### src/hdl/lsu_pkg.sv
`default_nettype none

package lsu_pkg;

	localparam int XLEN   = 32;
	localparam int STRB_W = XLEN / 8;
	localparam int EXC_W  = 6;

	// major opcodes
	localparam logic [6:0] OPC_LOAD  = 7'b0000011;
	localparam logic [6:0] OPC_STORE = 7'b0100011;

	// funct3 for loads and stores
	localparam logic [2:0] F3_B  = 3'b000;
	localparam logic [2:0] F3_H  = 3'b001;
	localparam logic [2:0] F3_W  = 3'b010;
	localparam logic [2:0] F3_BU = 3'b100;
	localparam logic [2:0] F3_HU = 3'b101;

	// exception codes, one hot
	localparam logic [EXC_W-1:0] EXC_LD_FAULT    = 6'b000001;
	localparam logic [EXC_W-1:0] EXC_ST_FAULT    = 6'b000010;
	localparam logic [EXC_W-1:0] EXC_LD_MISALIGN = 6'b000100;
	localparam logic [EXC_W-1:0] EXC_ST_MISALIGN = 6'b001000;

	typedef enum logic [1:0] {
		SZ_BYTE = 2'd0,
		SZ_HALF = 2'd1,
		SZ_WORD = 2'd2
	} mem_size_e;

	// operation between agu and access stage
	typedef struct packed {
		logic [XLEN-1:0]   addr;
		logic [XLEN-1:0]   wdata;
		logic [STRB_W-1:0] strb;
		mem_size_e         size;
		logic              is_load;
		logic              is_signed;
		logic              misalign;
	} ls_op_t;

	// result of the access stage
	typedef struct packed {
		logic [XLEN-1:0]  addr;
		mem_size_e        size;
		logic             is_load;
		logic             is_signed;
		logic [XLEN-1:0]  rdata;
		logic [EXC_W-1:0] exc;
	} wb_op_t;

endpackage

`default_nettype wire

### src/hdl/lsu_agu.sv
`timescale 1ns/100ps
`default_nettype none

module lsu_agu (
	input  wire                      opcode_valid_i,
	input  wire  [lsu_pkg::XLEN-1:0] opcode_opcode_i,
	input  wire  [lsu_pkg::XLEN-1:0] opcode_ra_operand_i,
	input  wire  [lsu_pkg::XLEN-1:0] opcode_rb_operand_i,
	output logic                     op_valid_o,
	output lsu_pkg::ls_op_t          op_o
);
	import lsu_pkg::*;

	logic [6:0]      opc;
	logic [2:0]      f3;
	logic            is_load;
	logic            is_store;
	logic [XLEN-1:0] imm_i;
	logic [XLEN-1:0] imm_s;
	logic [XLEN-1:0] addr;

	assign opc = opcode_opcode_i[6:0];
	assign f3  = opcode_opcode_i[14:12];

	// ******************** decode
	assign is_load  = (opc == OPC_LOAD) &&
		(f3 == F3_B || f3 == F3_H || f3 == F3_W || f3 == F3_BU || f3 == F3_HU);
	assign is_store = (opc == OPC_STORE) && (f3 == F3_B || f3 == F3_H || f3 == F3_W);

	assign op_valid_o = opcode_valid_i & (is_load | is_store);

	// ******************** address
	assign imm_i = {{20{opcode_opcode_i[31]}}, opcode_opcode_i[31:20]};
	assign imm_s = {{20{opcode_opcode_i[31]}}, opcode_opcode_i[31:25], opcode_opcode_i[11:7]};
	assign addr  = opcode_ra_operand_i + (is_store ? imm_s : imm_i);

	// ******************** lanes and misalignment
	always_comb begin
		op_o           = '0;
		op_o.addr      = addr;
		op_o.is_load   = is_load;
		op_o.is_signed = is_load & ~f3[2];
		case (f3[1:0])
			2'b00: begin
				op_o.size  = SZ_BYTE;
				op_o.wdata = {4{opcode_rb_operand_i[7:0]}};
				op_o.strb  = 4'b0001 << addr[1:0];
			end
			2'b01: begin
				op_o.size     = SZ_HALF;
				op_o.wdata    = {2{opcode_rb_operand_i[15:0]}};
				op_o.strb     = addr[1] ? 4'b1100 : 4'b0011;
				op_o.misalign = addr[0];
			end
			default: begin
				op_o.size     = SZ_WORD;
				op_o.wdata    = opcode_rb_operand_i;
				op_o.strb     = 4'b1111;
				op_o.misalign = |addr[1:0];
			end
		endcase
	end

endmodule

`default_nettype wire

### src/hdl/lsu_stage_reg.sv
`timescale 1ns/100ps
`default_nettype none

module lsu_stage_reg #(
	parameter type payload_t = logic
) (
	input  wire      clk_i,
	input  wire      rst_i,
	input  wire      load_i,
	input  wire      flush_i,
	input  wire      payload_t data_i,
	output logic     valid_o,
	output payload_t data_o
);

	// flush wins over load
	always_ff @(posedge clk_i or posedge rst_i) begin
		if (rst_i) begin
			valid_o <= 1'b0;
		end else if (flush_i) begin
			valid_o <= 1'b0;
		end else if (load_i) begin
			valid_o <= 1'b1;
		end
	end

	// payload only
	always_ff @(posedge clk_i) begin
		if (load_i) begin
			data_o <= data_i;
		end
	end

endmodule

`default_nettype wire

### src/hdl/lsu_apb_master.sv
`timescale 1ns/100ps
`default_nettype none

module lsu_apb_master #(
	parameter int ADDR_W = 16
) (
	input  wire                        clk_i,
	input  wire                        rst_i,
	input  wire                        op_valid_i,
	input  wire  lsu_pkg::ls_op_t      op_i,
	input  wire                        flush_i,
	output logic                       ready_o,
	output logic                       done_o,
	output lsu_pkg::wb_op_t            wb_o,
	output logic                       psel_o,
	output logic                       penable_o,
	output logic                       pwrite_o,
	output logic [ADDR_W-1:0]          paddr_o,
	output logic [lsu_pkg::XLEN-1:0]   pwdata_o,
	output logic [lsu_pkg::STRB_W-1:0] pstrb_o,
	input  wire  [lsu_pkg::XLEN-1:0]   prdata_i,
	input  wire                        pready_i,
	input  wire                        pslverr_i
);
	import lsu_pkg::*;

	typedef enum logic [1:0] {
		ST_IDLE,
		ST_SETUP,
		ST_ACCESS
	} state_e;

	state_e state_q;
	ls_op_t hold_q;
	logic   take;

	assign ready_o = (state_q == ST_IDLE);
	assign take    = ready_o & op_valid_i & ~flush_i;

	// ********************
	// a misaligned op sits in setup for one cycle without selecting the bus
	always_ff @(posedge clk_i or posedge rst_i) begin
		if (rst_i) begin
			state_q <= ST_IDLE;
		end else begin
			case (state_q)
				ST_IDLE:
					if (take) state_q <= ST_SETUP;
				ST_SETUP:
					if (flush_i || hold_q.misalign) state_q <= ST_IDLE;
					else state_q <= ST_ACCESS;
				ST_ACCESS:
					if (pready_i) state_q <= ST_IDLE;
				default:
					state_q <= ST_IDLE;
			endcase
		end
	end

	always_ff @(posedge clk_i) begin
		if (take) begin
			hold_q <= op_i;
		end
	end

	// ******************** bus side
	assign psel_o    = (state_q == ST_ACCESS) ||
		(state_q == ST_SETUP && !hold_q.misalign && !flush_i);
	assign penable_o = (state_q == ST_ACCESS);
	assign pwrite_o  = ~hold_q.is_load;
	assign paddr_o   = hold_q.addr[ADDR_W-1:0];
	assign pwdata_o  = hold_q.wdata;
	// reads return the full word
	assign pstrb_o   = hold_q.is_load ? '0 : hold_q.strb;

	// ******************** result
	assign done_o = (state_q == ST_ACCESS && pready_i) ||
		(state_q == ST_SETUP && hold_q.misalign && !flush_i);

	always_comb begin
		wb_o.addr      = hold_q.addr;
		wb_o.size      = hold_q.size;
		wb_o.is_load   = hold_q.is_load;
		wb_o.is_signed = hold_q.is_signed;
		wb_o.rdata     = prdata_i;
		if (hold_q.misalign) begin
			wb_o.exc = hold_q.is_load ? EXC_LD_MISALIGN : EXC_ST_MISALIGN;
		end else if (state_q == ST_ACCESS && pslverr_i) begin
			wb_o.exc = hold_q.is_load ? EXC_LD_FAULT : EXC_ST_FAULT;
		end else begin
			wb_o.exc = '0;
		end
	end

	// setup is always followed by its access phase
	a_setup_then_access: assert property (
		@(posedge clk_i) disable iff (rst_i) (psel_o && !penable_o) |=> (psel_o && penable_o)
	);

	a_addr_stable: assert property (
		@(posedge clk_i) disable iff (rst_i) (psel_o && !pready_i) |=> $stable(paddr_o)
	);

endmodule

`default_nettype wire

### src/hdl/lsu_load_align.sv
`timescale 1ns/100ps
`default_nettype none

module lsu_load_align (
	input  wire                        valid_i,
	input  wire  lsu_pkg::wb_op_t      wb_i,
	output logic                       writeback_valid_o,
	output logic [lsu_pkg::XLEN-1:0]   writeback_value_o,
	output logic [lsu_pkg::EXC_W-1:0]  writeback_exception_o
);
	import lsu_pkg::*;

	logic [7:0]      byte_sel;
	logic [15:0]     half_sel;
	logic [XLEN-1:0] load_val;

	// lane pick from low address bits
	assign byte_sel = wb_i.rdata[{wb_i.addr[1:0], 3'b000} +: 8];
	assign half_sel = wb_i.addr[1] ? wb_i.rdata[31:16] : wb_i.rdata[15:0];

	always_comb begin
		case (wb_i.size)
			SZ_BYTE: load_val = {{24{wb_i.is_signed & byte_sel[7]}}, byte_sel};
			SZ_HALF: load_val = {{16{wb_i.is_signed & half_sel[15]}}, half_sel};
			default: load_val = wb_i.rdata;
		endcase
	end

	assign writeback_valid_o     = valid_i;
	assign writeback_exception_o = valid_i ? wb_i.exc : '0;

	// faulting address goes back as the value
	always_comb begin
		if (|wb_i.exc) begin
			writeback_value_o = wb_i.addr;
		end else if (wb_i.is_load) begin
			writeback_value_o = load_val;
		end else begin
			writeback_value_o = '0;
		end
	end

endmodule

`default_nettype wire

### src/hdl/lsu_top.sv
`timescale 1ns/100ps
`default_nettype none

module lsu_top #(
	parameter int ADDR_W = 16
) (
	input  wire                        clk_i,
	input  wire                        rst_i,
	input  wire                        opcode_valid_i,
	input  wire  [lsu_pkg::XLEN-1:0]   opcode_opcode_i,
	input  wire  [lsu_pkg::XLEN-1:0]   opcode_ra_operand_i,
	input  wire  [lsu_pkg::XLEN-1:0]   opcode_rb_operand_i,
	output logic                       stall_o,
	output logic                       writeback_valid_o,
	output logic [lsu_pkg::XLEN-1:0]   writeback_value_o,
	output logic [lsu_pkg::EXC_W-1:0]  writeback_exception_o,
	output logic                       psel_o,
	output logic                       penable_o,
	output logic                       pwrite_o,
	output logic [ADDR_W-1:0]          paddr_o,
	output logic [lsu_pkg::XLEN-1:0]   pwdata_o,
	output logic [lsu_pkg::STRB_W-1:0] pstrb_o,
	input  wire  [lsu_pkg::XLEN-1:0]   prdata_i,
	input  wire                        pready_i,
	input  wire                        pslverr_i
);
	import lsu_pkg::*;

	logic   agu_valid;
	ls_op_t agu_op;
	logic   ls1_valid;
	ls_op_t ls1_op;
	logic   ls1_load;
	logic   ls1_flush;
	logic   acc_ready;
	logic   acc_done;
	wb_op_t acc_wb;
	logic   wb_valid;
	wb_op_t wb_op;
	logic   fault;

	// ******************** control
	// a fault in wb drops ls1 and anything accepted this cycle
	assign fault     = |writeback_exception_o;
	assign stall_o   = ls1_valid & ~acc_ready & ~fault;
	assign ls1_load  = agu_valid & ~stall_o & ~fault;
	assign ls1_flush = ~ls1_load & ~stall_o;

	lsu_agu u_agu (
		.opcode_valid_i      (opcode_valid_i),
		.opcode_opcode_i     (opcode_opcode_i),
		.opcode_ra_operand_i (opcode_ra_operand_i),
		.opcode_rb_operand_i (opcode_rb_operand_i),
		.op_valid_o          (agu_valid),
		.op_o                (agu_op)
	);

	lsu_stage_reg #(.payload_t(ls_op_t)) u_ls1 (
		.clk_i   (clk_i),
		.rst_i   (rst_i),
		.load_i  (ls1_load),
		.flush_i (ls1_flush),
		.data_i  (agu_op),
		.valid_o (ls1_valid),
		.data_o  (ls1_op)
	);

	lsu_apb_master #(.ADDR_W(ADDR_W)) u_acc (
		.clk_i      (clk_i),
		.rst_i      (rst_i),
		.op_valid_i (ls1_valid),
		.op_i       (ls1_op),
		.flush_i    (fault),
		.ready_o    (acc_ready),
		.done_o     (acc_done),
		.wb_o       (acc_wb),
		.psel_o     (psel_o),
		.penable_o  (penable_o),
		.pwrite_o   (pwrite_o),
		.paddr_o    (paddr_o),
		.pwdata_o   (pwdata_o),
		.pstrb_o    (pstrb_o),
		.prdata_i   (prdata_i),
		.pready_i   (pready_i),
		.pslverr_i  (pslverr_i)
	);

	// wb holds a result for exactly one cycle
	lsu_stage_reg #(.payload_t(wb_op_t)) u_wb (
		.clk_i   (clk_i),
		.rst_i   (rst_i),
		.load_i  (acc_done),
		.flush_i (~acc_done),
		.data_i  (acc_wb),
		.valid_o (wb_valid),
		.data_o  (wb_op)
	);

	lsu_load_align u_align (
		.valid_i               (wb_valid),
		.wb_i                  (wb_op),
		.writeback_valid_o     (writeback_valid_o),
		.writeback_value_o     (writeback_value_o),
		.writeback_exception_o (writeback_exception_o)
	);

endmodule

`default_nettype wire

### config.mk
export PLATFORM = sky130hd
export DESIGN_NAME = lsu_top
export DESIGN_NICKNAME = d
export VERILOG_FILES = /design/src/hdl/lsu_pkg.sv /design/src/hdl/lsu_agu.sv /design/src/hdl/lsu_stage_reg.sv /design/src/hdl/lsu_apb_master.sv /design/src/hdl/lsu_load_align.sv /design/src/hdl/lsu_top.sv
export SDC_FILE = /design/constraint.sdc
export NUM_CORES = 1
export LEC_CHECK = 0
export ABC_AREA = 0
export BUFFER_PORTS_ARGS = -buffer_cell sky130_fd_sc_hd__clkbuf_2
export CAP_MARGIN = 25
export CORE_ASPECT_RATIO = 1.5
export CORE_MARGIN = 2
export CORE_UTILIZATION = 49
export CTS_CLUSTER_DIAMETER = 50
export DETAILED_ROUTE_END_ITERATION = 10
export GPL_ROUTABILITY_DRIVEN = 0
export PLACE_DENSITY = 0.84
export SYNTH_ARGS = -nofsm -noshare
export SYNTH_HDL_FRONTEND = slang
export SYNTH_SLANG_ARGS = --single-unit
### constraint.sdc
create_clock -name clk_i -period 6.9 [get_ports clk_i]
set_clock_uncertainty 0.15 [all_clocks]
set_input_delay 0 -clock clk_i [delete_from_list [all_inputs] [get_ports clk_i]]
set_output_delay 0 -clock clk_i [all_outputs]
set_load 0.02 [all_outputs]
==> flow_metrics.env <==
export IMPL_synth_enable_flop_cells=218
export IMPL_remaining_drc_errors=0
export IMPL_ys_flop_type="edfxtp_1"
export IMPL_netlist_instances=764
export IMPL_final_hold_viol_count=0
export IMPL_cts_buffers=23
export IMPL_synth_cell_types=57
export IMPL_startpoint_type="input port"
export IMPL_firstDrtPassIters=6
export IMPL_die_w_um=122
export IMPL_start_util_pct=50.0
export IMPL_htree_levels=1
export IMPL_r2r_slack_ps=3870
export IMPL_placedCellCount=1176
export IMPL_synth_area_mm2=0.0102
export IMPL_route_vias_total=7367
export IMPL_drive_above_1_share_pct=27.5
export IMPL_grt_pass1_wl_mm=40.5
export IMPL_worstSetupEndpointType="flop"
export IMPL_hold_class="in -> reg"
export IMPL_power_density_mw_per_mm2=235
export IMPL_fmax_mhz=187
export IMPL_setup_violations_final=0
export IMPL_p_int_uw=2480
export IMPL_ys_async_sr_fraction_pct=1.80
export IMPL_worstSetupPathType="in -> reg"
export IMPL_dieArea_mm2=0.0220
export IMPL_antenna_found_initial=1
export IMPL_first_iter_violations=581
export IMPL_cts_setup_buffers=0
export IMPL_port_buffers=220
export IMPL_ys_seq_elements=222
export IMPL_synth_area_leaders="edfxtp_1 64%, ha_1 3.8%, buf_4 3.7%"
export IMPL_stdcell_count=1348
export IMPL_max_slew_margin_pct=34.6
export IMPL_run_status="finished, final reports clean"
export IMPL_track_usage_pct=23.7
export IMPL_arrival_ps=5440
export IMPL_power_switching_uw=661
export IMPL_swShare_pct=21.1
export IMPL_insertion_delay_ps=490
export IMPL_wl_per_cell_um=19.6
export IMPL_synth_top_area_share_pct=64.1
export IMPL_post_route_util_pct=65.4
export IMPL_min_period_ps=5350
export IMPL_drv_cap=0
export IMPL_synth_largest_area_cell="edfxtp_1"
export IMPL_grt_max_degree=74
export IMPL_fin_crit_sh_pct=77.6
export IMPL_ant_nets=0
export IMPL_seqPwrFrac_pct=47.3
export IMPL_cts_sinks=222
export IMPL_grt_pass1_vias=7606
export IMPL_hold_slack_ps=28.9
export IMPL_required_ps=6990
export IMPL_final_nets=1232
export IMPL_area_delta_synth_final_pct=30.8
export IMPL_ys_seq_area_share_pct=65.1
export IMPL_root_buffer="clkbuf_16"
export IMPL_core_area_mm2=0.0204
export IMPL_path_clk_slew_ps=60
export IMPL_wl_mm=26.4
export IMPL_tritoncts="built"
export IMPL_overflow=0
export IMPL_critPathMaxFanout=6
export IMPL_worst_slew_pin_slew_ps=980
export IMPL_irDropWorstVdd_uv=175
export IMPL_tns_ps=0
export IMPL_rows=64
export IMPL_clock_path_buffers=3
export IMPL_finalMaxSlewViolations=0
export IMPL_io_pins=228
export IMPL_yosysWarnings=0
export IMPL_viasPerCell=5.47
export IMPL_synth_avg_cell_area_um2=13.4
export IMPL_hpwlAfterDp_mm=16.7
export IMPL_fp_dieH_um=181
export IMPL_p_clk_share_pct=42.3
export IMPL_power_frac_comb_pct=10.4
export IMPL_rsz0062_at_grt="no"
export IMPL_p_leak_uw=0.00533
## cells in the final DEF (no fill, tap or decap), types with 3 or more instances in the layout
cell type	instances
clkbuf_2	220
edfxtp_1	218
dlygate4sd3_1	129
nand2_1	85
o21ai_0	41
ha_1	31
a21oi_1	29
mux2_2	24
clkbuf_16	23
nor2_1	22
inv_1	21
nand2b_1	21
nand3_1	17
xnor2_1	17
a21o_1	16
a22o_1	16
a31oi_1	14
xor2_1	13
o221ai_1	10
mux2i_1	9
and2_1	7
nor2b_1	7
buf_4	6
nor3_1	5
o211ai_1	5
nand4_1	5
bufinv_16	5
o21a_1	4
o21bai_1	4
dfrtp_1	4
and3_1	3
a211oi_1	3
clkbuf_1	3
clkinv_1	3
## metrics by stage
step	power, uW	setup slack (ps)	cell area, um2
floorplan	1680	39.7	10200
CTS	3140	1460	13300
detailed placement	1760	2070	11200
finish	3140	1550	13400
global route	3240	1200	13400
global placement	1750	2250	11200
## power groups by stage
| stage | clock network [uW] | registers (uW) | logic, uW |
|---|---|---|---|
| after CTS | 1340 | 1490 | 316 |
| after floorplan | 0 | 1510 | 162 |
| final | 1330 | 1490 | 326 |
| after detailed placement | 0 | 1510 | 244 |
| after global routing | 1400 | 1490 | 355 |
| after global placement | 0 | 1510 | 236 |
## worst paths after layout
path | from | end | depth (start not counted)
setup / recovery | opcode_opcode_i[6] | u_ls1.data_o[69]$_DFFE_PP_ | 18
hold / removal | opcode_ra_operand_i[16] | u_ls1.data_o[57]$_DFFE_PP_ | 3
setup reg to reg | u_wb.data_o[2]$_SDFFCE_PN0P_ | u_ls1.data_o[59]$_DFFE_PP_ | 6
hold reg to reg | u_acc.wb_o[68]$_DFFE_PP_ | u_wb.data_o[68]$_DFFE_PP_ | 0
max in group asynchronous | rst_i | u_ls1.valid_o$_DFFE_PP0P_ | 4
min in group asynchronous | rst_i | u_acc.state_q[0]$_DFFE_PP0P_ | 4
## critical path, cell delays in order
cell           delay, ps
dlygate4sd3_1        540
clkbuf_2             110
a2111oi_0            410
nand3_1              310
nand2_1              140
nand2_1               60
dlygate4sd3_1        560
ha_1                 220
fa_1                 410
a21o_1               220
a221oi_1             750
o21ai_2              210
a31oi_2              290
o21ai_1              180
o31ai_4              250
nor4_1                70
nand3b_1             150
dlygate4sd3_1        550
## what timing repair did
| action | 4_1_cts | 5_1_grt |
|---|---|---|
| hold buffers | 129 | 0 |
| hold endpoints to repair | 108 | 0 |
| gates resized for setup | 0 | 0 |
## flip-flops by register name, summed over array words and instances, names as in the netlist
register,flops
u_acc.hold_q,5
u_ls1.valid_o,1
u_acc.wb_o,20
u_ls1.data_o,73
u_wb.valid_o,1
u_acc.pwdata_o,32
u_acc.paddr_o,16
u_wb.data_o,72
u_acc.state_q,2
## logic make-up after synthesis
group / synth area share, %
simple gates: 8.52
flops: 65.1
buf+inv: 5.61
mux: 3.53
xor+xnor: 2.57
compound gates: 10.7
other cells: 0.0367
fa+ha+maj: 3.99
## per-layer routing
layer  part of all wire, %  global-route usage (%)  vias to the layer above
met5                     0                       0                        -
li1                      -                       -                     3407
met2                    54                    43.5                      351
met1                    35                    26.2                     3498
met4                   5.9                    12.5                        0
met3                   5.0                    3.13                      111
## Yosys cell counts (2+ instances only)
library cell	instances
buf_2	5
nor3_1	6
buf_4	50
o21bai_1	4
a21o_1	16
nand3_1	17
a31oi_1	14
a211oi_1	3
xnor2_1	17
and3_1	3
o21a_1	4
o221ai_1	10
inv_1	21
o211ai_1	5
and2_1	7
clkbuf_1	23
a22o_1	16
edfxtp_1	218
nor2_1	23
mux2_2	24
or3_1	2
o21ai_0	42
nor4_1	2
nor4b_1	2
nand2_1	85
nand2b_1	21
ha_1	31
a31oi_2	2
dfrtp_1	4
a21oi_1	29
nand4_1	5
o22ai_1	2
xor2_1	13
nor2b_1	7
mux2i_1	9
## final cells by class
class                           count  area [um2]
Clock inverter                     12         198
Clock buffer                       28         614
Timing Repair Buffer              356        2460
Inverter                           22        82.6
Multi-Input combinational cell    442        3020
Fill cell                        1423        7070
Antenna cell                        2        5.00
Tap cell                          264         330
Sequential cell                   222        6650
Note: power is estimated with default switching activity, not from simulation.
